[src/verilog/cpu_defs.svh]
`ifndef CPU_DEFS_SVH
`define CPU_DEFS_SVH

// unified RAM depth in 32-bit words
`define MEM_WORDS 256

// upper 20 address bits of the I/O page
`define IO_PAGE 20'hFFFFF

// memory-mapped board I/O
`define IO_LED_ADDR 32'hFFFF_F000
`define IO_SEG_ADDR 32'hFFFF_F004
`define IO_SW_ADDR  32'hFFFF_F008

`endif

[src/verilog/cpu_pkg.sv]
package cpu_pkg;

    typedef logic [31:0] word_t;
    typedef logic [4:0]  reg_idx_t;
    typedef logic [3:0]  alu_op_t;
    typedef logic [15:0] led_t;

    // alu operations
    localparam alu_op_t ALU_ADD   = 4'd0;
    localparam alu_op_t ALU_SUB   = 4'd1;
    localparam alu_op_t ALU_AND   = 4'd2;
    localparam alu_op_t ALU_OR    = 4'd3;
    localparam alu_op_t ALU_XOR   = 4'd4;
    localparam alu_op_t ALU_SLT   = 4'd5;
    localparam alu_op_t ALU_PASSB = 4'd6;

    // rv32i major opcodes
    localparam logic [6:0] OP_LUI    = 7'b0110111;
    localparam logic [6:0] OP_OPIMM  = 7'b0010011;
    localparam logic [6:0] OP_OP     = 7'b0110011;
    localparam logic [6:0] OP_LOAD   = 7'b0000011;
    localparam logic [6:0] OP_STORE  = 7'b0100011;
    localparam logic [6:0] OP_BRANCH = 7'b1100011;
    localparam logic [6:0] OP_JAL    = 7'b1101111;

endpackage

[src/verilog/pipe_if.sv]


interface id_ex_if;
    cpu_pkg::word_t    pc;
    cpu_pkg::word_t    rs1_val;
    cpu_pkg::word_t    rs2_val;
    cpu_pkg::word_t    imm;
    cpu_pkg::reg_idx_t rs1;
    cpu_pkg::reg_idx_t rs2;
    cpu_pkg::reg_idx_t rd;
    cpu_pkg::alu_op_t  alu_op;
    logic              alu_src_imm;
    logic              mem_read;
    logic              mem_write;
    logic              reg_write;
    logic              is_branch;
    logic              branch_ne;
    logic              is_jal;
    logic              is_lui;
    logic              valid;

    modport src (output pc, rs1_val, rs2_val, imm, rs1, rs2, rd, alu_op, alu_src_imm,
                 mem_read, mem_write, reg_write, is_branch, branch_ne, is_jal, is_lui, valid);
    modport dst (input pc, rs1_val, rs2_val, imm, rs1, rs2, rd, alu_op, alu_src_imm,
                 mem_read, mem_write, reg_write, is_branch, branch_ne, is_jal, is_lui, valid);
endinterface

interface ex_mem_if;
    cpu_pkg::word_t    alu_res;
    cpu_pkg::word_t    store_data;
    cpu_pkg::reg_idx_t rd;
    logic              mem_read;
    logic              mem_write;
    logic              reg_write;
    logic              valid;

    modport src (output alu_res, store_data, rd, mem_read, mem_write, reg_write, valid);
    modport dst (input alu_res, store_data, rd, mem_read, mem_write, reg_write, valid);
endinterface
[src/verilog/execute_stage.sv]
`timescale 1ns/1ps

module execute_stage (
    input  logic              cpuclk,
    input  logic              rst,
    input  cpu_pkg::reg_idx_t wb_rd,
    input  cpu_pkg::word_t    wb_data,
    input  logic              wb_we,
    output logic              redirect,
    output cpu_pkg::word_t    redirect_pc,
    id_ex_if.dst              id_ex,
    ex_mem_if.src             ex_mem
);

    cpu_pkg::word_t fwd_a;
    cpu_pkg::word_t fwd_b;
    cpu_pkg::word_t op_b;
    cpu_pkg::word_t alu_out;
    cpu_pkg::word_t result;
    logic           rs1_live;
    logic           branch_hit;

    // u and j formats carry immediate bits in the rs1 field
    assign rs1_live = !(id_ex.is_lui || id_ex.is_jal);

    // memory stage has priority over writeback
    always_comb begin
        fwd_a = id_ex.rs1_val;
        if (rs1_live && ex_mem.reg_write && ex_mem.rd == id_ex.rs1) begin
            fwd_a = ex_mem.alu_res;
        end else if (rs1_live && wb_we && wb_rd == id_ex.rs1) begin
            fwd_a = wb_data;
        end
        fwd_b = id_ex.rs2_val;
        if (ex_mem.reg_write && ex_mem.rd == id_ex.rs2) begin
            fwd_b = ex_mem.alu_res;
        end else if (wb_we && wb_rd == id_ex.rs2) begin
            fwd_b = wb_data;
        end
    end

    assign op_b = id_ex.alu_src_imm ? id_ex.imm : fwd_b;

    always_comb begin
        case (id_ex.alu_op)
            cpu_pkg::ALU_ADD:   alu_out = fwd_a + op_b;
            cpu_pkg::ALU_SUB:   alu_out = fwd_a - op_b;
            cpu_pkg::ALU_AND:   alu_out = fwd_a & op_b;
            cpu_pkg::ALU_OR:    alu_out = fwd_a | op_b;
            cpu_pkg::ALU_XOR:   alu_out = fwd_a ^ op_b;
            cpu_pkg::ALU_SLT:   alu_out = {31'b0, $signed(fwd_a) < $signed(op_b)};
            cpu_pkg::ALU_PASSB: alu_out = op_b;
            default:            alu_out = '0;
        endcase
    end

    // branches subtract, so equal operands give zero
    assign branch_hit = id_ex.branch_ne ? (alu_out != '0) : (alu_out == '0);

    // decode already clears the branch and jal bits of a bubble
    assign redirect = (id_ex.is_branch && branch_hit) || id_ex.is_jal;
    assign redirect_pc = id_ex.pc + id_ex.imm;

    // jal links the return address
    assign result = id_ex.is_jal ? id_ex.pc + 32'd4 : alu_out;

    always_ff @(posedge cpuclk) begin
        if (rst) begin
            ex_mem.valid <= 1'b0;
            ex_mem.mem_read <= 1'b0;
            ex_mem.mem_write <= 1'b0;
            ex_mem.reg_write <= 1'b0;
        end else begin
            ex_mem.valid <= id_ex.valid;
            ex_mem.mem_read <= id_ex.mem_read;
            ex_mem.mem_write <= id_ex.mem_write;
            ex_mem.reg_write <= id_ex.reg_write;
        end
    end

    always_ff @(posedge cpuclk) begin
        ex_mem.alu_res <= result;
        ex_mem.store_data <= fwd_b;
        ex_mem.rd <= id_ex.rd;
    end

    redirect_valid: assert property (@(posedge cpuclk) disable iff (rst)
                                     redirect |-> id_ex.valid)
        else $error("redirect from a bubble in execute");

endmodule

[src/flat_wrapper.sv]
// flat-port wrapper written by rule: the top's interface ports become plain ports
module execute_stage_flat 
  (cpuclk, rst, wb_rd, wb_data, wb_we, redirect, redirect_pc, id_ex_pc, id_ex_rs1_val, id_ex_rs2_val, id_ex_imm, id_ex_rs1, id_ex_rs2, id_ex_rd, id_ex_alu_op, id_ex_alu_src_imm, id_ex_mem_read, id_ex_mem_write, id_ex_reg_write, id_ex_is_branch, id_ex_branch_ne, id_ex_is_jal, id_ex_is_lui, id_ex_valid, ex_mem_alu_res, ex_mem_store_data, ex_mem_rd, ex_mem_mem_read, ex_mem_mem_write, ex_mem_reg_write, ex_mem_valid);
  id_ex_if id_ex_i ();
  ex_mem_if ex_mem_i ();
  input  logic cpuclk;
  input  logic rst;
  input  cpu_pkg::reg_idx_t wb_rd;
  input  cpu_pkg::word_t wb_data;
  input  logic wb_we;
  output logic redirect;
  output cpu_pkg::word_t redirect_pc;
  input wire logic [$bits(id_ex_i.pc)-1:0] id_ex_pc;
  input wire logic [$bits(id_ex_i.rs1_val)-1:0] id_ex_rs1_val;
  input wire logic [$bits(id_ex_i.rs2_val)-1:0] id_ex_rs2_val;
  input wire logic [$bits(id_ex_i.imm)-1:0] id_ex_imm;
  input wire logic [$bits(id_ex_i.rs1)-1:0] id_ex_rs1;
  input wire logic [$bits(id_ex_i.rs2)-1:0] id_ex_rs2;
  input wire logic [$bits(id_ex_i.rd)-1:0] id_ex_rd;
  input wire logic [$bits(id_ex_i.alu_op)-1:0] id_ex_alu_op;
  input wire logic [$bits(id_ex_i.alu_src_imm)-1:0] id_ex_alu_src_imm;
  input wire logic [$bits(id_ex_i.mem_read)-1:0] id_ex_mem_read;
  input wire logic [$bits(id_ex_i.mem_write)-1:0] id_ex_mem_write;
  input wire logic [$bits(id_ex_i.reg_write)-1:0] id_ex_reg_write;
  input wire logic [$bits(id_ex_i.is_branch)-1:0] id_ex_is_branch;
  input wire logic [$bits(id_ex_i.branch_ne)-1:0] id_ex_branch_ne;
  input wire logic [$bits(id_ex_i.is_jal)-1:0] id_ex_is_jal;
  input wire logic [$bits(id_ex_i.is_lui)-1:0] id_ex_is_lui;
  input wire logic [$bits(id_ex_i.valid)-1:0] id_ex_valid;
  output wire logic [$bits(ex_mem_i.alu_res)-1:0] ex_mem_alu_res;
  output wire logic [$bits(ex_mem_i.store_data)-1:0] ex_mem_store_data;
  output wire logic [$bits(ex_mem_i.rd)-1:0] ex_mem_rd;
  output wire logic [$bits(ex_mem_i.mem_read)-1:0] ex_mem_mem_read;
  output wire logic [$bits(ex_mem_i.mem_write)-1:0] ex_mem_mem_write;
  output wire logic [$bits(ex_mem_i.reg_write)-1:0] ex_mem_reg_write;
  output wire logic [$bits(ex_mem_i.valid)-1:0] ex_mem_valid;
  assign id_ex_i.pc = id_ex_pc;
  assign id_ex_i.rs1_val = id_ex_rs1_val;
  assign id_ex_i.rs2_val = id_ex_rs2_val;
  assign id_ex_i.imm = id_ex_imm;
  assign id_ex_i.rs1 = id_ex_rs1;
  assign id_ex_i.rs2 = id_ex_rs2;
  assign id_ex_i.rd = id_ex_rd;
  assign id_ex_i.alu_op = id_ex_alu_op;
  assign id_ex_i.alu_src_imm = id_ex_alu_src_imm;
  assign id_ex_i.mem_read = id_ex_mem_read;
  assign id_ex_i.mem_write = id_ex_mem_write;
  assign id_ex_i.reg_write = id_ex_reg_write;
  assign id_ex_i.is_branch = id_ex_is_branch;
  assign id_ex_i.branch_ne = id_ex_branch_ne;
  assign id_ex_i.is_jal = id_ex_is_jal;
  assign id_ex_i.is_lui = id_ex_is_lui;
  assign id_ex_i.valid = id_ex_valid;
  assign ex_mem_alu_res = ex_mem_i.alu_res;
  assign ex_mem_store_data = ex_mem_i.store_data;
  assign ex_mem_rd = ex_mem_i.rd;
  assign ex_mem_mem_read = ex_mem_i.mem_read;
  assign ex_mem_mem_write = ex_mem_i.mem_write;
  assign ex_mem_reg_write = ex_mem_i.reg_write;
  assign ex_mem_valid = ex_mem_i.valid;
  execute_stage u_core (.cpuclk(cpuclk), .rst(rst), .wb_rd(wb_rd), .wb_data(wb_data), .wb_we(wb_we), .redirect(redirect), .redirect_pc(redirect_pc), .id_ex(id_ex_i), .ex_mem(ex_mem_i));
endmodule
[config.mk]
export PLATFORM = sky130hd
export DESIGN_NAME = execute_stage_flat
export DESIGN_NICKNAME = d
export VERILOG_FILES = /design/src/verilog/cpu_defs.svh /design/src/verilog/cpu_pkg.sv /design/src/verilog/pipe_if.sv /design/src/verilog/execute_stage.sv /design/src/flat_wrapper.sv
export SDC_FILE = /design/constraint.sdc
export NUM_CORES = 1
export LEC_CHECK = 0
export BUFFER_PORTS_ARGS = -buffer_cell sky130_fd_sc_hd__buf_4
export CAP_MARGIN = 30
export CORE_MARGIN = 2
export CORE_UTILIZATION = 45
export DETAILED_ROUTE_END_ITERATION = 7
export MAX_ROUTING_LAYER = met4
export PLACE_DENSITY = 0.74
export REMOVE_ABC_BUFFERS = 1
export SETUP_SLACK_MARGIN = 0.5
export SYNTH_ARGS = -nofsm -noshare
export SYNTH_HDL_FRONTEND = slang
export SYNTH_SLANG_ARGS = --single-unit
[constraint.sdc]
create_clock -name cpuclk -period 7.5 [get_ports cpuclk]
set_input_delay 1.125 -clock cpuclk [delete_from_list [all_inputs] [get_ports cpuclk]]
set_output_delay 1.125 -clock cpuclk [all_outputs]
set_load 0.02 [all_outputs]
# == Word-level counts from Yosys, hierarchy flattened ==
# Index checks and enable logic that the tools add are counted.
# totals
reg_bits,73
in_bits,196
output_inout_bits,106
# classes
n_addsub,4
n_lt_le_gt_ge,1
n_eq_ne,10
muxes,8
n_bitwise,3
reduce_logical,13
# ops
cell,count
$pmux W32 S7,1
$mux W32,6
$add A32 B32 Y32,2
$add A32 B3 Y32 const B,1
$and A32 B32 Y32,1
$logic_not A32 Y1,1
$lt A32 B32 Y1,1
$or A32 B32 Y32,1
$reduce_bool A32 Y1,1
$sub A32 B32 Y32,1
$xor A32 B32 Y32,1
$eq A5 B5 Y1,4
$eq A4 B3 Y1 const B,3
$eq A4 B2 Y1 const B,2
$logic_and A1 B1 Y1,7
$eq A4 B1 Y1 const B,1
$logic_not A4 Y1,1
$logic_or A1 B1 Y1,2
$logic_not A1 Y1,1
$mux W1,1

# == Depth between registers and ports, before layout ==
# depth
word_depth,12
mapped_depth,24
ltp_nobuf,21

# == Least setup slack after synthesis ==
# No wires, ideal clock.
# synth_timing
path_type,input to output
from,in id_ex_alu_src_imm
to,out redirect
arrival_ns,5.793
required_time_ns,6.375
slack_ns,0.582
stages,18
n_path_buf,5
cell_sequence,clkbuf_1 -> clkbuf_1 -> buf_1 -> clkbuf_1 -> mux2_2 -> ha_1 -> buf_6 -> nor3_2 -> a211o_1 -> and3_4 -> o31a_1 -> o221a_4 -> a221o_1 -> a221oi_2 -> nand2_1 -> nor4_2 -> a21oi_1 -> a311o_1
# synth_via
elab_chain_cells,7
word_cells_on_any_way,13
classes_between,2 x add/sub; 1 x order compare; 3 x mux; 3 x bitwise; 4 x reduce/logical
# synth_lines
item,line,source
start: declaration,flat_wrapper.sv:21,input wire logic [$bits(id_ex_i.alu_src_imm)-1:0] id_ex_alu_src_imm;
$mux W32 (*),execute_stage.sv:42,assign op_b = id_ex.alu_src_imm ? id_ex.imm : fwd_b;
$sub A32 B32 Y32 (tied with other cells),execute_stage.sv:47,cpu_pkg::ALU_SUB: alu_out = fwd_a - op_b;
$pmux W32 S7 (*),execute_stage.sv:45,case (id_ex.alu_op)
$logic_not A32 Y1 or $reduce_bool A32 Y1 (tied branches),execute_stage.sv:58,assign branch_hit = id_ex.branch_ne ? (alu_out != '0) : (alu_out == '0);
$mux W1 (*),execute_stage.sv:58,
$logic_and A1 B1 Y1 (*),execute_stage.sv:61,assign redirect = (id_ex.is_branch && branch_hit) || id_ex.is_jal;
$logic_or A1 B1 Y1 (*),execute_stage.sv:61,
end: declaration,flat_wrapper.sv:11,output logic redirect;
# Every way passes the cells marked *; elsewhere a longest branch is shown, timed or not.

# == Worst setup path after layout ==
# layout_timing
from,in wb_rd[4]
to,out redirect
# layout_via
elab_chain_cells,11
word_cells_on_any_way,21
classes_between,2 x add/sub; 1 x order compare; 2 x eq/ne; 7 x mux; 3 x bitwise; 6 x reduce/logical
# layout_lines
item,line,source
start: declaration,flat_wrapper.sv:8,input cpu_pkg::reg_idx_t wb_rd;
$eq A5 B5 Y1 (*),execute_stage.sv:37,end else if (wb_we && wb_rd == id_ex.rs2) begin
$logic_and A1 B1 Y1 (*),execute_stage.sv:37,
$mux W32 (*),execute_stage.sv:37,
$mux W32 (*),execute_stage.sv:35,if (ex_mem.reg_write && ex_mem.rd == id_ex.rs2) begin
net u_core.fwd_b[27],execute_stage.sv:16,cpu_pkg::word_t fwd_b;
$mux W32 (*),execute_stage.sv:42,
$sub A32 B32 Y32 (tied with other cells),execute_stage.sv:47,
$pmux W32 S7 (*),execute_stage.sv:45,
$logic_not A32 Y1 or $reduce_bool A32 Y1 (tied branches),execute_stage.sv:58,
$mux W1 (*),execute_stage.sv:58,
$logic_and A1 B1 Y1 (*),execute_stage.sv:61,
$logic_or A1 B1 Y1 (*),execute_stage.sv:61,
# Mark *: on every way through the listed nets, which the timed path passes. The rest lies on a longest branch.

==> results.toml <==
[placement]
placed_cells = 2394
io_buffers = 301
dp_hpwl_um = 50800
place_congestion = 1.08
pre_cts_ws_ps = -242

[floorplan]
io_pins = 302
start_util_pct = 45.7
fp.dieH_um = 169
row_count = 60
die_w_um = 169
core_area_um2 = 26800
dieArea_um2 = 28500

[drt]
ant_nets = 0
first_pass_iters = 7
vias = 16435
drc = 0
vias_per_cell = 6.62
drtIter0Drc = 2288
wire_per_inst_um = 26.3
routed_wl_um = 65400

[synthesis]
ys_ff_latch = 73
syn_inst = 1708
ys_types = 98
async_reset_ff_share_pct = 0
yosysSeqAreaShare_pct = 11.9
synth-main-ff-cell = "dfxtp_1"
ys_warn_count = 0
synth.avg_cell_area_um2 = 7.17
synth_edf_count = 0
syn_area_um2 = 12200

[cells_and_area]
areaGrowthSynthToFinish_pct = 49.1
fillers = 2203
utilization_pct = 68.1
drive_gt1_share_pct = 37.6
nets = 2481
stdcell_count = 2484

[global_route]
grt_overflow = 0
track_usage_pct = 44.4
grt_antenna_before_repair = 2
first_global_vias = 15366
grt_first_pass_wirelength_um = 93800
grt_max_degree = 35

[critical_path]
crit_top_cell = "buf_4"
crit_path_max_incr_delay_ps = 530
r2r-start = "u_core.ex_mem.rd[4]"
path_cells = "buf_4, xnor2_4, nand4_1, buf_6, buf_4, o21ai_0, a31oi_1, mux2_2, ha_1, nor2_1, and3_1, o31a_1, o41ai_4, o2111a_2, a2111oi_4, nand4_1, nor4_4, buf_4, a21oi_2, a311o_1, buf_6"
end_kind = "output pin"
crit_path_end = "redirect"
start_kind = "input port"
cp.required_ps = 6380
rrSetupSlack_ps = 2520
crit_arrival_ps = 6210
rr_endpoint = "u_core.ex_mem.alu_res[29]"
cpMaxStageDelayCell = "ha_1"
crit_path_start = "wb_rd[4]"
path_class = "input port to output pin"
rr_worst_depth = 24
path_max_fanout = 12

[sta]
finalCritPeriodShare_pct = 97.8
finalWorstSetupSlack_ps = 168
finClkSkew_ps = 10.0
max_freq_mhz = 136
report.final.setup_viol = 0
slew_violations = 0
worst_pin_slew_ps = 1120
relSlewSlack_pct = 23.4
min_period_ps = 7330
rsz0062_at_grt = "true"
hold_viol = 0

[clock_network]
clock_path_buffers = 2
holdBufCountCts = 0
cts_buffers = 9
cts_root_buf = "clkbuf_16"
clkTransAtPathRegs_ps = 60
cts.sinks = 73
clk_latency_ps = 360
tritoncts = "yes"
cts_max_level = 3

[worst_hold_path]
hp-class = "flop to flop"

[job]
drv_cap = 0

[run_status]
outcome = "complete, no violations"

[pwr]
p_per_area_nw_per_um2 = 147
cellLeakagePower_nw = 8.10
vdd_drop_max_v = 0.0000948
-- what timing repair did --
action                                  in CTS  in global routing
setup buffers                               32                 39
resized for setup                          176                168
pin swaps                                   54                 74
endpoints found under the setup margin       1                  1
endpoints found under the hold margin        0                  0
cloned                                       2                  0
-- flip-flops by register name (all words and copies together) (netlist names) --
name,cells
u_core.ex_mem.alu_res,32
u_core.ex_mem.mem_read,1
u_core.ex_mem.mem_write,1
u_core.ex_mem.rd,5
u_core.ex_mem.reg_write,1
u_core.ex_mem.store_data,32
u_core.ex_mem.valid,1
-- layer usage --
layer	vias to the layer above	wire [um]	global-route usage, %
li1	7151	-	-
met4	0	2510	13.6
met3	220	8030	10.3
met2	1218	28500	67.0
met5	-	0	-
met1	7846	26400	59.0
-- critical path, delay by kind of cell --
| family | cells | cell delay (ps) |
|---|---|---|
| and+or+nand+nor | 5 | 1220 |
| adders and majority gates | 1 | 530 |
| muxes | 1 | 320 |
| AOI/OAI and AO/OA | 8 | 1940 |
| xor gates and xnor gates | 1 | 210 |
| buffers and inverters | 5 | 870 |
-- cell families after synthesis --
logic type | synth area share (%)
xor gates and xnor gates | 5.72
buffers and inverters | 7.27
adders and majority gates | 15.3
AOI/OAI and AO/OA | 31.0
DFF | 11.9
muxes | 6.90
and+or+nand+nor | 21.9
-- where the power goes --
group          switching [mW]  leakage, nW  internal (mW)
Sequential             0.0429        0.615          0.427
Clock                   0.189        0.175          0.366
Combinational           0.957         7.31          0.698
Total                    1.19         8.10           1.49
-- through the flow --
| stage | hold WS (ps) | power (mW) | setup TNS [ps] | area, um2 |
|---|---|---|---|---|
| 6_report | 551 | 2.68 | 0 | 18300 |
| 4_1_cts | 540 | 2.49 | 0 | 17100 |
| 3_5_place_dp | 527 | 1.83 | -242 | 15700 |
| 3_3_place_gp | 518 | 1.83 | -268 | 15700 |
| 5_1_grt | 565 | 2.77 | 0 | 18300 |
| 2_1_floorplan | 581 | 1.20 | -493 | 11800 |
-- cells in the mapped netlist, drive strengths merged, types with 8 or more instances --
| library cell | instances | share of area [%] |
|---|---|---|
| and2 | 12 | 0.61 |
| nand2b | 17 | 0.93 |
| o211ai | 23 | 1.4 |
| and3 | 31 | 1.6 |
| nor4 | 19 | 1.0 |
| mux2 | 19 | 1.7 |
| inv | 123 | 3.8 |
| o221ai | 11 | 0.79 |
| xnor2 | 53 | 3.8 |
| a22oi | 9 | 0.55 |
| nor2b | 22 | 1.1 |
| nor2 | 153 | 4.7 |
| o31ai | 21 | 1.3 |
| a21o | 27 | 1.7 |
| ha | 145 | 15 |
| clkbuf | 61 | 1.9 |
| mux2i | 63 | 5.2 |
| o21bai | 15 | 0.92 |
| o21a | 13 | 0.81 |
| nand3 | 54 | 2.2 |
| a221o | 10 | 0.82 |
| o211a | 10 | 0.82 |
| or3 | 8 | 0.41 |
| dfxtp | 73 | 12 |
| a31oi | 36 | 1.8 |
| nand4 | 17 | 0.87 |
| nand2 | 123 | 3.8 |
| a221oi | 18 | 1.4 |
| o21ai | 87 | 3.6 |
| buf | 35 | 1.6 |
| a21oi | 171 | 7.1 |
| nor3 | 55 | 2.3 |
| xor2 | 27 | 1.9 |
| a211oi | 28 | 1.8 |
-- cell type report --
type	instances	area (um2)	area share [%]
diodes	2	5.00	0.0274
clock buffers	10	239	1.31
clock inverters	5	128	0.699
inverters	124	472	2.58
multi-input cells	1415	11400	62.6
flip-flops and latches	73	1460	8.00
well taps	341	427	2.34
repair buffers	514	4100	22.5
-- how the worst min path moves through the flow --
stage,startpoint,endpoint,slack [ps],depth (start not counted)
floorplan,u_core.ex_mem.alu_res[13],u_core.ex_mem.store_data[13],580,2
global placement,u_core.ex_mem.alu_res[29],u_core.ex_mem.store_data[29],520,2
detailed placement,u_core.ex_mem.alu_res[16],u_core.ex_mem.store_data[16],530,2
CTS,u_core.ex_mem.alu_res[16],u_core.ex_mem.store_data[16],540,2
global route,u_core.ex_mem.alu_res[16],u_core.ex_mem.store_data[16],570,2
finish,u_core.ex_mem.alu_res[16],u_core.ex_mem.store_data[16],550,2
-- cell usage in the layout (no fill, tap or decap), drive strengths merged, types with 23 or more instances in the layout --
| master | count |
|---|---|
| xnor2 | 53 |
| and3 | 31 |
| dfxtp | 73 |
| nor3 | 55 |
| nand2 | 123 |
| a211oi | 28 |
| nand3 | 54 |
| mux2i | 63 |
| nor2 | 153 |
| a21oi | 171 |
| buf | 512 |
| xor2 | 27 |
| inv | 122 |
| o211ai | 23 |
| o21ai | 87 |
| ha | 145 |
| a21o | 27 |
| a31oi | 36 |
No activity file was read; power rests on OpenSTA's default activity.
